[src/design/lsu_iq_pkg.sv]
package lsu_iq_pkg;

    // ----------------------------------------
    // queue geometry
    // ----------------------------------------
    localparam int IQ_SIZE = 8;
    localparam int PTR_LEN = $clog2(IQ_SIZE);
    // free count needs one extra bit to hold IQ_SIZE itself
    localparam int CNT_LEN = PTR_LEN + 1;

    // ----------------------------------------
    // scratchpad geometry
    // ----------------------------------------
    localparam int MEM_WORDS = 64;
    localparam int MEM_AW    = 6;

    // datapath widths
    localparam int DATA_W = 32;
    localparam int TAG_W  = 6;
    localparam int IMM_W  = 12;

    typedef logic [DATA_W-1:0] word_t;
    typedef logic [TAG_W-1:0]  rob_id_t;
    typedef logic [IMM_W-1:0]  imm_t;

    // operand slots of every memory op
    // slot 0 is the store data, slot 1 the base address
    localparam int OPND_DATA = 0;
    localparam int OPND_BASE = 1;

    typedef enum logic [2:0] {
        LD_W  = 3'd0,
        LD_B  = 3'd1,
        LD_BU = 3'd2,
        ST_W  = 3'd3,
        ST_B  = 3'd4
    } lsu_op_e;

    // stores answer with zero data
    function automatic logic is_store(lsu_op_e op);
        return (op == ST_W) || (op == ST_B);
    endfunction

endpackage

[src/design/iq_entry.sv]
`timescale 1ns/1ps

module iq_entry
    import lsu_iq_pkg::*;
(
    input  logic          clk,
    input  logic          rst_n_i,
    input  logic          flush_i,
    input  logic          init_i,
    input  logic          issue_i,
    input  lsu_op_e       op_i,
    input  imm_t          imm_i,
    input  rob_id_t       dst_i,
    input  rob_id_t [1:0] src_tag_i,
    input  logic    [1:0] src_rdy_i,
    input  word_t   [1:0] src_data_i,
    input  logic          cdb_valid_i,
    input  rob_id_t       cdb_tag_i,
    input  word_t         cdb_data_i,
    output logic          ready_o,
    output lsu_op_e       op_o,
    output imm_t          imm_o,
    output rob_id_t       dst_o,
    output word_t   [1:0] data_o
);

    logic          occ_q;
    logic    [1:0] src_vld_q;
    rob_id_t [1:0] src_tag_q;
    word_t   [1:0] src_data_q;
    lsu_op_e       op_q;
    imm_t          imm_q;
    rob_id_t       dst_q;
    logic    [1:0] wake;
    logic    [1:0] hit_in;

    // waiting operands snoop the CDB
    // incoming operands can catch a broadcast in the dispatch cycle
    always_comb begin
        for (int k = 0; k < 2; k++) begin
            wake[k]   = occ_q && !src_vld_q[k] && cdb_valid_i && (cdb_tag_i == src_tag_q[k]);
            hit_in[k] = !src_rdy_i[k] && cdb_valid_i && (cdb_tag_i == src_tag_i[k]);
        end
    end

    always_ff @(posedge clk) begin
        if (!rst_n_i || flush_i) begin
            occ_q     <= 1'b0;
            src_vld_q <= '0;
        end else if (init_i) begin
            occ_q     <= 1'b1;
            src_vld_q <= src_rdy_i | hit_in;
        end else begin
            if (issue_i) begin
                occ_q <= 1'b0;
            end
            src_vld_q <= src_vld_q | wake;
        end
    end

    // payload
    always_ff @(posedge clk) begin
        if (init_i) begin
            op_q      <= op_i;
            imm_q     <= imm_i;
            dst_q     <= dst_i;
            src_tag_q <= src_tag_i;
            for (int k = 0; k < 2; k++) begin
                src_data_q[k] <= hit_in[k] ? cdb_data_i : src_data_i[k];
            end
        end else begin
            for (int k = 0; k < 2; k++) begin
                if (wake[k]) begin
                    src_data_q[k] <= cdb_data_i;
                end
            end
        end
    end

    assign ready_o = occ_q && (&src_vld_q);
    assign op_o    = op_q;
    assign imm_o   = imm_q;
    assign dst_o   = dst_q;
    assign data_o  = src_data_q;

endmodule

[src/design/lsu_agu.sv]
`timescale 1ns/1ps

module lsu_agu
    import lsu_iq_pkg::*;
(
    input  logic    clk,
    input  logic    rst_n_i,
    input  logic    flush_i,
    input  logic    issue_i,
    input  lsu_op_e op_i,
    input  imm_t    imm_i,
    input  rob_id_t dst_i,
    input  word_t   base_i,
    input  word_t   wdata_i,
    output logic    ready_o,
    output logic    req_valid_o,
    input  logic    req_ready_i,
    output lsu_op_e req_op_o,
    output word_t   req_addr_o,
    output word_t   req_wdata_o,
    output rob_id_t req_tag_o
);

    logic  valid_q;
    word_t addr;

    // byte address from base and sign-extended offset
    assign addr = base_i + {{(DATA_W-IMM_W){imm_i[IMM_W-1]}}, imm_i};

    // slot frees up when empty or drained this cycle
    assign ready_o     = !valid_q || req_ready_i;
    assign req_valid_o = valid_q;

    always_ff @(posedge clk) begin
        if (!rst_n_i || flush_i) begin
            valid_q <= 1'b0;
        end else if (ready_o) begin
            valid_q <= issue_i;
        end
    end

    // request payload, held until the scratchpad takes it
    always_ff @(posedge clk) begin
        if (issue_i && ready_o) begin
            req_op_o    <= op_i;
            req_addr_o  <= addr;
            req_wdata_o <= wdata_i;
            req_tag_o   <= dst_i;
        end
    end

endmodule

[src/design/lsu_dmem.sv]
`timescale 1ns/1ps

module lsu_dmem
    import lsu_iq_pkg::*;
(
    input  logic    clk,
    input  logic    rst_n_i,
    input  logic    flush_i,
    input  logic    req_valid_i,
    output logic    req_ready_o,
    input  lsu_op_e req_op_i,
    input  word_t   req_addr_i,
    input  word_t   req_wdata_i,
    input  rob_id_t req_tag_i,
    output logic    res_valid_o,
    input  logic    res_ready_i,
    output rob_id_t res_tag_o,
    output word_t   res_data_o
);

    word_t             mem [MEM_WORDS];
    logic [MEM_AW-1:0] idx;
    logic [1:0]        lane;
    logic              accept;
    word_t             rd_word;
    logic [7:0]        rd_byte;
    word_t             load_data;

    assign idx         = req_addr_i[MEM_AW+1:2];
    assign lane        = req_addr_i[1:0];
    assign req_ready_o = !res_valid_o || res_ready_i;
    assign accept      = req_valid_i && req_ready_o;

    // ----------------------------------------
    // array access
    // ----------------------------------------
    // a store caught by flush is dropped
    always_ff @(posedge clk) begin
        if (accept && !flush_i) begin
            if (req_op_i == ST_W) begin
                mem[idx] <= req_wdata_i;
            end else if (req_op_i == ST_B) begin
                mem[idx][{lane, 3'b000} +: 8] <= req_wdata_i[7:0];
            end
        end
    end

    assign rd_word = mem[idx];
    assign rd_byte = rd_word[{lane, 3'b000} +: 8];

    always_comb begin
        case (req_op_i)
            LD_B:    load_data = {{(DATA_W-8){rd_byte[7]}}, rd_byte};
            LD_BU:   load_data = {{(DATA_W-8){1'b0}}, rd_byte};
            default: load_data = rd_word;
        endcase
    end

    // ----------------------------------------
    // one-deep response register
    // ----------------------------------------
    always_ff @(posedge clk) begin
        if (!rst_n_i || flush_i) begin
            res_valid_o <= 1'b0;
        end else if (req_ready_o) begin
            res_valid_o <= req_valid_i;
        end
    end

    always_ff @(posedge clk) begin
        if (accept) begin
            res_tag_o  <= req_tag_i;
            res_data_o <= is_store(req_op_i) ? '0 : load_data;
        end
    end

endmodule

[src/design/lsu_iq_ctrl.sv]
`timescale 1ns/1ps

module lsu_iq_ctrl
    import lsu_iq_pkg::*;
(
    input  logic               clk,
    input  logic               rst_n_i,
    input  logic               flush_i,
    input  logic [1:0]         disp_valid_i,
    input  logic               head_rdy_i,
    input  logic               agu_ready_i,
    output logic [IQ_SIZE-1:0] entry_init_o,
    output logic               issue_o,
    output logic [PTR_LEN-1:0] head_o,
    output logic               disp_ready_o
);

    logic [PTR_LEN-1:0] head_q;
    logic [PTR_LEN-1:0] head_d;
    logic [PTR_LEN-1:0] tail_q;
    logic [PTR_LEN-1:0] tail_d;
    logic [PTR_LEN-1:0] tail_nx;
    logic [CNT_LEN-1:0] free_q;
    logic [CNT_LEN-1:0] free_d;
    logic [1:0]         accept;
    logic [CNT_LEN-1:0] n_accept;

    // ----------------------------------------
    // dispatch and issue decisions
    // ----------------------------------------
    assign accept   = disp_valid_i & {2{disp_ready_o}};
    assign n_accept = CNT_LEN'(accept[0]) + CNT_LEN'(accept[1]);

    // in-order issue, head only
    assign issue_o = head_rdy_i & agu_ready_i;
    assign head_o  = head_q;
    assign tail_nx = tail_q + PTR_LEN'(1);

    always_comb begin
        head_d = head_q + PTR_LEN'(issue_o);
        tail_d = tail_q + n_accept[PTR_LEN-1:0];
        free_d = free_q - n_accept + CNT_LEN'(issue_o);
    end

    // slot 0 lands at tail, slot 1 right after it
    always_comb begin
        entry_init_o = '0;
        if (accept[0]) begin
            entry_init_o[tail_q] = 1'b1;
        end
        if (accept[1]) begin
            entry_init_o[tail_nx] = 1'b1;
        end
    end

    // ----------------------------------------
    // pointer state
    // ----------------------------------------
    always_ff @(posedge clk) begin
        if (!rst_n_i || flush_i) begin
            head_q       <= '0;
            tail_q       <= '0;
            free_q       <= CNT_LEN'(IQ_SIZE);
            disp_ready_o <= 1'b1;
        end else begin
            head_q       <= head_d;
            tail_q       <= tail_d;
            free_q       <= free_d;
            // room for a full two-wide dispatch next cycle
            disp_ready_o <= (free_d >= CNT_LEN'(2));
        end
    end

endmodule

[src/design/lsu_iq_top.sv]
`timescale 1ns/1ps

module lsu_iq_top
    import lsu_iq_pkg::*;
(
    input  logic               clk,
    input  logic               rst_n_i,
    input  logic               flush_i,
    // dispatch, index is the slot
    input  logic    [1:0]      disp_valid_i,
    input  lsu_op_e [1:0]      disp_op_i,
    input  imm_t    [1:0]      disp_imm_i,
    input  rob_id_t [1:0]      disp_dst_i,
    input  rob_id_t [1:0][1:0] disp_src_tag_i,
    input  logic    [1:0][1:0] disp_src_rdy_i,
    input  word_t   [1:0][1:0] disp_src_data_i,
    output logic               disp_ready_o,
    // result broadcast
    input  logic               cdb_valid_i,
    input  rob_id_t            cdb_tag_i,
    input  word_t              cdb_data_i,
    // completion
    output logic               res_valid_o,
    input  logic               res_ready_i,
    output rob_id_t            res_tag_o,
    output word_t              res_data_o
);

    logic    [IQ_SIZE-1:0]      entry_init;
    logic    [IQ_SIZE-1:0]      entry_slot1;
    logic    [IQ_SIZE-1:0]      entry_rdy;
    lsu_op_e [IQ_SIZE-1:0]      entry_op;
    imm_t    [IQ_SIZE-1:0]      entry_imm;
    rob_id_t [IQ_SIZE-1:0]      entry_dst;
    word_t   [IQ_SIZE-1:0][1:0] entry_data;
    logic    [PTR_LEN-1:0]      head;
    logic                       issue;
    logic                       agu_ready;
    logic                       req_valid;
    logic                       req_ready;
    lsu_op_e                    req_op;
    word_t                      req_addr;
    word_t                      req_wdata;
    rob_id_t                    req_tag;

    lsu_iq_ctrl u_ctrl (
        .clk          (clk),
        .rst_n_i      (rst_n_i),
        .flush_i      (flush_i),
        .disp_valid_i (disp_valid_i),
        .head_rdy_i   (entry_rdy[head]),
        .agu_ready_i  (agu_ready),
        .entry_init_o (entry_init),
        .issue_o      (issue),
        .head_o       (head),
        .disp_ready_o (disp_ready_o)
    );

    // ----------------------------------------
    // queue entries
    // ----------------------------------------
    for (genvar i = 0; i < IQ_SIZE; i++) begin : g_entry
        // second of two adjacent init bits takes slot 1
        assign entry_slot1[i] = entry_init[i] && entry_init[(i + IQ_SIZE - 1) % IQ_SIZE];

        iq_entry u_entry (
            .clk         (clk),
            .rst_n_i     (rst_n_i),
            .flush_i     (flush_i),
            .init_i      (entry_init[i]),
            .issue_i     (issue && (head == PTR_LEN'(i))),
            .op_i        (disp_op_i[entry_slot1[i]]),
            .imm_i       (disp_imm_i[entry_slot1[i]]),
            .dst_i       (disp_dst_i[entry_slot1[i]]),
            .src_tag_i   (disp_src_tag_i[entry_slot1[i]]),
            .src_rdy_i   (disp_src_rdy_i[entry_slot1[i]]),
            .src_data_i  (disp_src_data_i[entry_slot1[i]]),
            .cdb_valid_i (cdb_valid_i),
            .cdb_tag_i   (cdb_tag_i),
            .cdb_data_i  (cdb_data_i),
            .ready_o     (entry_rdy[i]),
            .op_o        (entry_op[i]),
            .imm_o       (entry_imm[i]),
            .dst_o       (entry_dst[i]),
            .data_o      (entry_data[i])
        );
    end

    // ----------------------------------------
    // address generation and memory
    // ----------------------------------------
    lsu_agu u_agu (
        .clk         (clk),
        .rst_n_i     (rst_n_i),
        .flush_i     (flush_i),
        .issue_i     (issue),
        .op_i        (entry_op[head]),
        .imm_i       (entry_imm[head]),
        .dst_i       (entry_dst[head]),
        .base_i      (entry_data[head][OPND_BASE]),
        .wdata_i     (entry_data[head][OPND_DATA]),
        .ready_o     (agu_ready),
        .req_valid_o (req_valid),
        .req_ready_i (req_ready),
        .req_op_o    (req_op),
        .req_addr_o  (req_addr),
        .req_wdata_o (req_wdata),
        .req_tag_o   (req_tag)
    );

    lsu_dmem u_dmem (
        .clk         (clk),
        .rst_n_i     (rst_n_i),
        .flush_i     (flush_i),
        .req_valid_i (req_valid),
        .req_ready_o (req_ready),
        .req_op_i    (req_op),
        .req_addr_i  (req_addr),
        .req_wdata_i (req_wdata),
        .req_tag_i   (req_tag),
        .res_valid_o (res_valid_o),
        .res_ready_i (res_ready_i),
        .res_tag_o   (res_tag_o),
        .res_data_o  (res_data_o)
    );

endmodule

[config.mk]
export PLATFORM = sky130hd
export DESIGN_NAME = lsu_iq_top
export DESIGN_NICKNAME = d
export VERILOG_FILES = /design/src/design/lsu_iq_pkg.sv /design/src/design/iq_entry.sv /design/src/design/lsu_agu.sv /design/src/design/lsu_dmem.sv /design/src/design/lsu_iq_ctrl.sv /design/src/design/lsu_iq_top.sv
export SDC_FILE = /design/constraint.sdc
export NUM_CORES = 2
export LEC_CHECK = 0
export BUFFER_PORTS_ARGS = -buffer_cell sky130_fd_sc_hd__buf_2
export CORE_ASPECT_RATIO = 0.5
export CORE_UTILIZATION = 45
export CTS_CLUSTER_SIZE = 28
export DETAILED_ROUTE_END_ITERATION = 12
export PLACE_DENSITY_LB_ADDON = 0.2
export RECOVER_POWER = 100
export SLEW_MARGIN = 20
export SYNTH_ARGS = -nofsm -noshare
export SYNTH_HDL_FRONTEND = slang
export SYNTH_SLANG_ARGS = --single-unit
[constraint.sdc]
create_clock -name clk -period 7.7 [get_ports clk]
set_clock_uncertainty 0.05 [all_clocks]
set_input_delay 1.155 -clock clk [delete_from_list [all_inputs] [get_ports clk]]
set_output_delay 1.155 -clock clk [all_outputs]
set_load 0.005 [all_outputs]
# Word level (Yosys, flattened, before mapping)
# Memory sizes are Yosys's and may differ from the RTL's. A register that Yosys moved wholly into a read port is not among the register bits.
# Index checks and enable logic that the tools add are counted.
# totals
ff_bits	900
mem_bits_rw	2048
inputBits	243
output_inout_bits	40
n_memories	1
# memory_table
memory	words	word_bits	rd	rd_ports_with_merged_regs	write_ports	line	text
u_dmem.mem	64	32	1	1	1	lsu_dmem.sv:21	word_t mem [MEM_WORDS];
# classes
n_addsub	8
magnitude_cmp	14
eq_ne	43
n_shift	3
n_mux	217
bitwise_logic	51
reduce_logical	182
# op_table
cell	count
64-bit 2-to-1 mux	24
32-bit 2-to-1 mux	33
12-bit 2-to-1 mux	32
64-bit binary-select mux with 3-bit select	1
6-bit == test	32
1-bit logical AND	109
6-bit 2-to-1 mux	18
32-bit case mux with 2 select lines	1
1-bit 2-to-1 mux	57
3-bit 2-to-1 mux	17
2-bit 2-to-1 mux	24
2-bit nonzero test	24
40-bit 2-to-1 mux	1
12-bit binary-select mux with 3-bit select	1
1-bit logical NOT	36
1-bit OR	32
2-bit OR	16
8-bit by 7-bit variable shift with 32-bit output (first input constant)	1
32-bit by 6-bit variable part select with 8-bit output	1
8-bit by 7-bit variable part select with 32-bit output	1
8-bit 2-to-1 mux	3
6-bit binary-select mux with 3-bit select	1
1-bit by 2-bit less-than comparator with 1-bit output (second input constant)	8
2-bit AND reduction	8
22 further kinds	37

# Logic depth before layout (Yosys ltp)
# depth
depth_word	15
ltp_mapped	16

# Modules after synthesis
# From an unflattened synthesis, not the netlist that was laid out.
# unflattened
hier_cells	8397
hier_area_um2	134544.0
# modules_own_cells
module	n_inst	cells_per_inst	area_each_um2
lsu_dmem	1	4651	81251.7
iq_entry	8	221	4171.5
lsu_iq_top	1	1543	15036.9
lsu_agu	1	350	4131.5
lsu_iq_ctrl	1	85	752.0

# Worst setup path after synthesis
# Ideal clock, no wire load.
# synth_timing
path_type	input to register
start	input port cdb_tag_i[4]
end	register g_entry[5].u_entry.src_vld_q[0]
setup_time_ps	73
t_arrival_ps	6529
slack_ps	1048
stages	6
path_buffers	3
cell_sequence	clkbuf_1 > buf_1 > clkbuf_1 > xor2_1 > o41ai_1 > o221a_2
# synth_between
elab_chain_len	4
word_cells_on_any_way	7
# synth_rtl
element	line	text
from (decl)	lsu_iq_top.sv:20	input rob_id_t cdb_tag_i,
6-bit == test (on tied branches)	iq_entry.sv:41, iq_entry.sv:42	
1-bit logical AND (on tied branches)	iq_entry.sv:41, iq_entry.sv:42	
2-bit OR (on tied branches)	iq_entry.sv:57, iq_entry.sv:52	
2-bit 2-to-1 mux *	iq_entry.sv:50	end else if (init_i) begin
to (signal assigned)	iq_entry.sv:52	src_vld_q <= src_rdy_i | hit_in;
to (signal assigned)	iq_entry.sv:57	src_vld_q <= src_vld_q | wake;
to (decl)	iq_entry.sv:28	logic [1:0] src_vld_q;
# Every way passes the cells marked *; elsewhere a longest branch is shown, timed or not.
# A chain may end at the register's enable or synchronous reset.

# Worst setup path after layout
# layout_timing
start	input port cdb_tag_i[3]
end	register g_entry[1].u_entry.src_data_q, in the netlist g_entry[1].u_entry.data_o[39], data pin
# layout_between
elab_chain_len	4
# layout_rtl
element	line	text
6-bit == test	iq_entry.sv:42	hit_in[k] = !src_rdy_i[k] && cdb_valid_i && (cdb_tag_i == src_tag_i[k]);
1-bit logical AND	iq_entry.sv:42	
32-bit 2-to-1 mux	iq_entry.sv:69	src_data_q[k] <= hit_in[k] ? cdb_data_i : src_data_i[k];
64-bit 2-to-1 mux	iq_entry.sv:63	if (init_i) begin
to (signal, indexed assignment)	iq_entry.sv:69	
to (signal, indexed assignment)	iq_entry.sv:74	src_data_q[k] <= cdb_data_i;
to (decl)	iq_entry.sv:30	word_t [1:0] src_data_q;
# No other way between the ends.

==> impl_metrics.tcl <==
set metrics [dict create \
    dieWidth_um 726.7 \
    max-slew-margin-rel_pct -202.2 \
    min_path_cells 0 \
    maxSlewViolCount 2581 \
    crit_fanout 29 \
    async_reset_ff_share_pct 0 \
    p_comb_share_pct 5.1 \
    drtIter0Drc 7368 \
    post-route-util_pct 50.37 \
    synth_cell_type_count 89 \
    p_int_w 0.02382 \
    ys_seq_elements 2730 \
    vias 64021 \
    place_area_um2 123600 \
    path_class "in2reg" \
    hold_start "u_agu.req_tag_o[1]$_DFFE_PP_" \
    mostFrequentLayoutCell "edfxtp_1" \
    worstPathArrival_ps 6920 \
    antenna_found_initial 54 \
    fin_total_pwr_w 0.03041 \
    muxShareOfSynthArea_pct 20.20 \
    io_pins 283 \
    final_cell_mix "edfxtp_1, nand2_1, mux4_2" \
    coreArea_um2 260000 \
    die_area_um2 264800 \
    ir_drop_mv 0.2212 \
    p_sw_share_pct 21.69 \
    wl_per_cell_um 31.67 \
    cpPeakStageDelay_ps 2500 \
    fillerInstances 21346 \
    rsz0062_at_grt "no" \
    nets 7163 \
    final.period_utilization_pct 82.47 \
    synth_compound_area_share_pct 2.546 \
    drc 0 \
    synth_edf_count 2687 \
    synth_area_um2 118200 \
    max_freq_ghz 0.1575 \
    hold_viol_final 0 \
    whs_ps 372.2 \
    power_frac_seq_pct 54.4 \
    synthSimpleGateAreaFrac_pct 4.976 \
    die_height_um 364.4 \
    hold_class "reg2reg" \
    synth-warning-count 0 \
    clockRootBuffer "clkbuf_16" \
    synth_xor_area_share_pct 1.238 \
    wl_um 335700 \
    numCtsBuffers 247 \
    failed_checks "max-capacitance violations, max-slew violations" \
    syn_nets 6970 \
    path_clk_slew_ps 70 \
    clkSinkCount 2730 \
    grt_usage_pct 25.00 \
    slowest_stage "o41ai_1" \
    tritoncts "yes" \
    p_leak_nw 42.13 \
    worst_slew_pin_slew_ps 4534 \
    dr.pass1.iters 11 \
    clk_path_buf_depth 4 \
    dpl.hpwl_um 201600 \
    rows 132 \
    p_clk_share_pct 40.5 \
    synth_cells 6702 \
    layout-drive-gt1-share_pct 26.35 \
    power_switching_w 0.006598 \
    cts_resized 0 \
    r2r-start "u_ctrl.tail_q[0]$_SDFF_PP0_" \
    port_buffers 226 \
    synthFlopType "edfxtp_1" \
    initial_core_util_pct 45.46 \
    htreeDepth 4 \
    cp-start-kind "primary input" \
    setup_viol 0 \
    synthToLayoutAreaGrowth_pct 10.79 \
    grt_remaining_overflow 0 \
    crit_required_ps 8270 \
    design_area_um2 130900 \
    cp-end-kind "register" \
    grt_first_pass_wirelength_um 472900 \
    vias_per_cell 6.040 \
    yosysSeqAreaShare_pct 69.01 \
    hold_buffers 0 \
    power_density_nw_per_um2 232.3 \
    finalSetupTns_ps 0 \
    synth_top_family_by_area "multiplexers" \
    synthAdderAreaFrac_pct 0.2837 \
    syn_avg_cell_area_um2 17.63 \
    worstSkewPairLatency_ps 890 \
    grt_max_degree 123 \
    post_cts_buffers 0 \
    grt_pass1_vias 62929 \
    maxCapViolations 56 \
    rr_worst_depth 9 \
    place_congestion 0.8486 \
    crit_chain "clkbuf_1 > inv_2 > xnor2_1 > o41ai_1 > mux2_2" \
    status "finished, violations left" \
    period_needed_ps 6350 \
    critPathLaunch "cdb_tag_i[3]" \
    ant_nets 0 \
]
[synth_stat cells, drive strengths merged, types with 22 or more instances]
library cell | instances | area share [%]
nor4 | 29 | 0.17
clkbuf | 220 | 0.70
mux4 | 718 | 14
nand3 | 34 | 0.15
mux2 | 468 | 4.5
a211oi | 24 | 0.15
mux2i | 242 | 2.1
a21oi | 137 | 0.59
xnor2 | 97 | 0.72
nor2 | 402 | 1.3
nand2 | 720 | 2.3
and2 | 23 | 0.12
nor2b | 44 | 0.23
dfxtp | 43 | 0.73
buf | 205 | 0.87
edfxtp | 2687 | 68
inv | 52 | 0.17
xor2 | 70 | 0.52
nand4 | 39 | 0.21
o21ai | 199 | 0.85
ha | 22 | 0.23
[final timing paths]
check / endpoint / slack, ps
setup / recovery: g_entry[1].u_entry.data_o[39]$_DFFE_PP_ / 1350
hold / removal: u_dmem.res_tag_o[1]$_DFFE_PP_ / 370
setup reg to reg: g_entry[7].u_entry.data_o[34]$_DFFE_PP_ / 1400
hold reg to reg: u_dmem.res_tag_o[1]$_DFFE_PP_ / 370
[power by group through the flow]
| stage | clock (W) | combinational (W) | sequential (W) |
|---|---|---|---|
| 6_report | 0.0123 | 0.00155 | 0.0165 |
| 5_1_grt | 0.0130 | 0.00167 | 0.0166 |
| 4_1_cts | 0.0124 | 0.00158 | 0.0165 |
| 3_5_place_dp | 0 | 0.00157 | 0.0169 |
| 3_3_place_gp | 0 | 0.00156 | 0.0169 |
| 2_1_floorplan | 0 | 0.00101 | 0.0168 |
[registers in the layout, summed over array words and instances, names as in the netlist, 16 cells and up, named ones only]
register	flops
u_dmem.mem	2048
g_entry.u_entry.data_o	320
g_entry.u_entry.src_tag_q	96
g_entry.u_entry.imm_o	64
g_entry.u_entry.dst_o	48
u_agu.req_wdata_o	32
u_dmem.res_data_o	32
g_entry.u_entry.op_o	24
g_entry.u_entry.src_vld_q	16
[stage by stage]
| stage | instances | setup WS, ps |
|---|---|---|
| 2_1_floorplan | 6702 | 1048 |
| 5_1_grt | 10592 | 1129 |
| 3_5_place_dp | 10130 | 2300 |
| 6_report | 10599 | 1350 |
| 3_3_place_gp | 10130 | 2338 |
| 4_1_cts | 10577 | 2547 |
[layout make-up]
cell class	count	area (um2)	area share [%]
Sequential cell	2730	81570	62.30
Multi-Input combinational cell	3491	34850	26.62
Clock buffer	317	6640	5.071
Tap cell	3484	4359	3.329
Timing Repair Buffer	369	2056	1.570
Clock inverter	130	1176	0.8983
Inverter	56	220.2	0.1682
Antenna cell	22	55.05	0.04205
[routing by layer]
layer / global-route usage (%) / routed length (um) / up-vias
met4: 7.847 / 10780 / 44
met3: 6.194 / 30960 / 603
met1: 34.95 / 137800 / 33592
met2: 38.93 / 155500 / 2810
met5: 0.6054 / 574 / -
li1: - / - / 26972
[cell families (layout without fill, tap and decap cells)]
logic type	count (synthesis)	after routing
compound gates	492	492
xor+xnor	167	167
fa+ha+maj	25	25
buf+inv	481	872
flops	2730	2730
mux	1428	1428
other cells	0	22
simple gates	1379	1379
[worst max-delay path: cells and delay by family]
family	cells	cell delay, ps
compound gates	1	2500
buf+inv	2	2420
mux	1	480
xor+xnor	1	350
(Power assumes the default switching activity.)
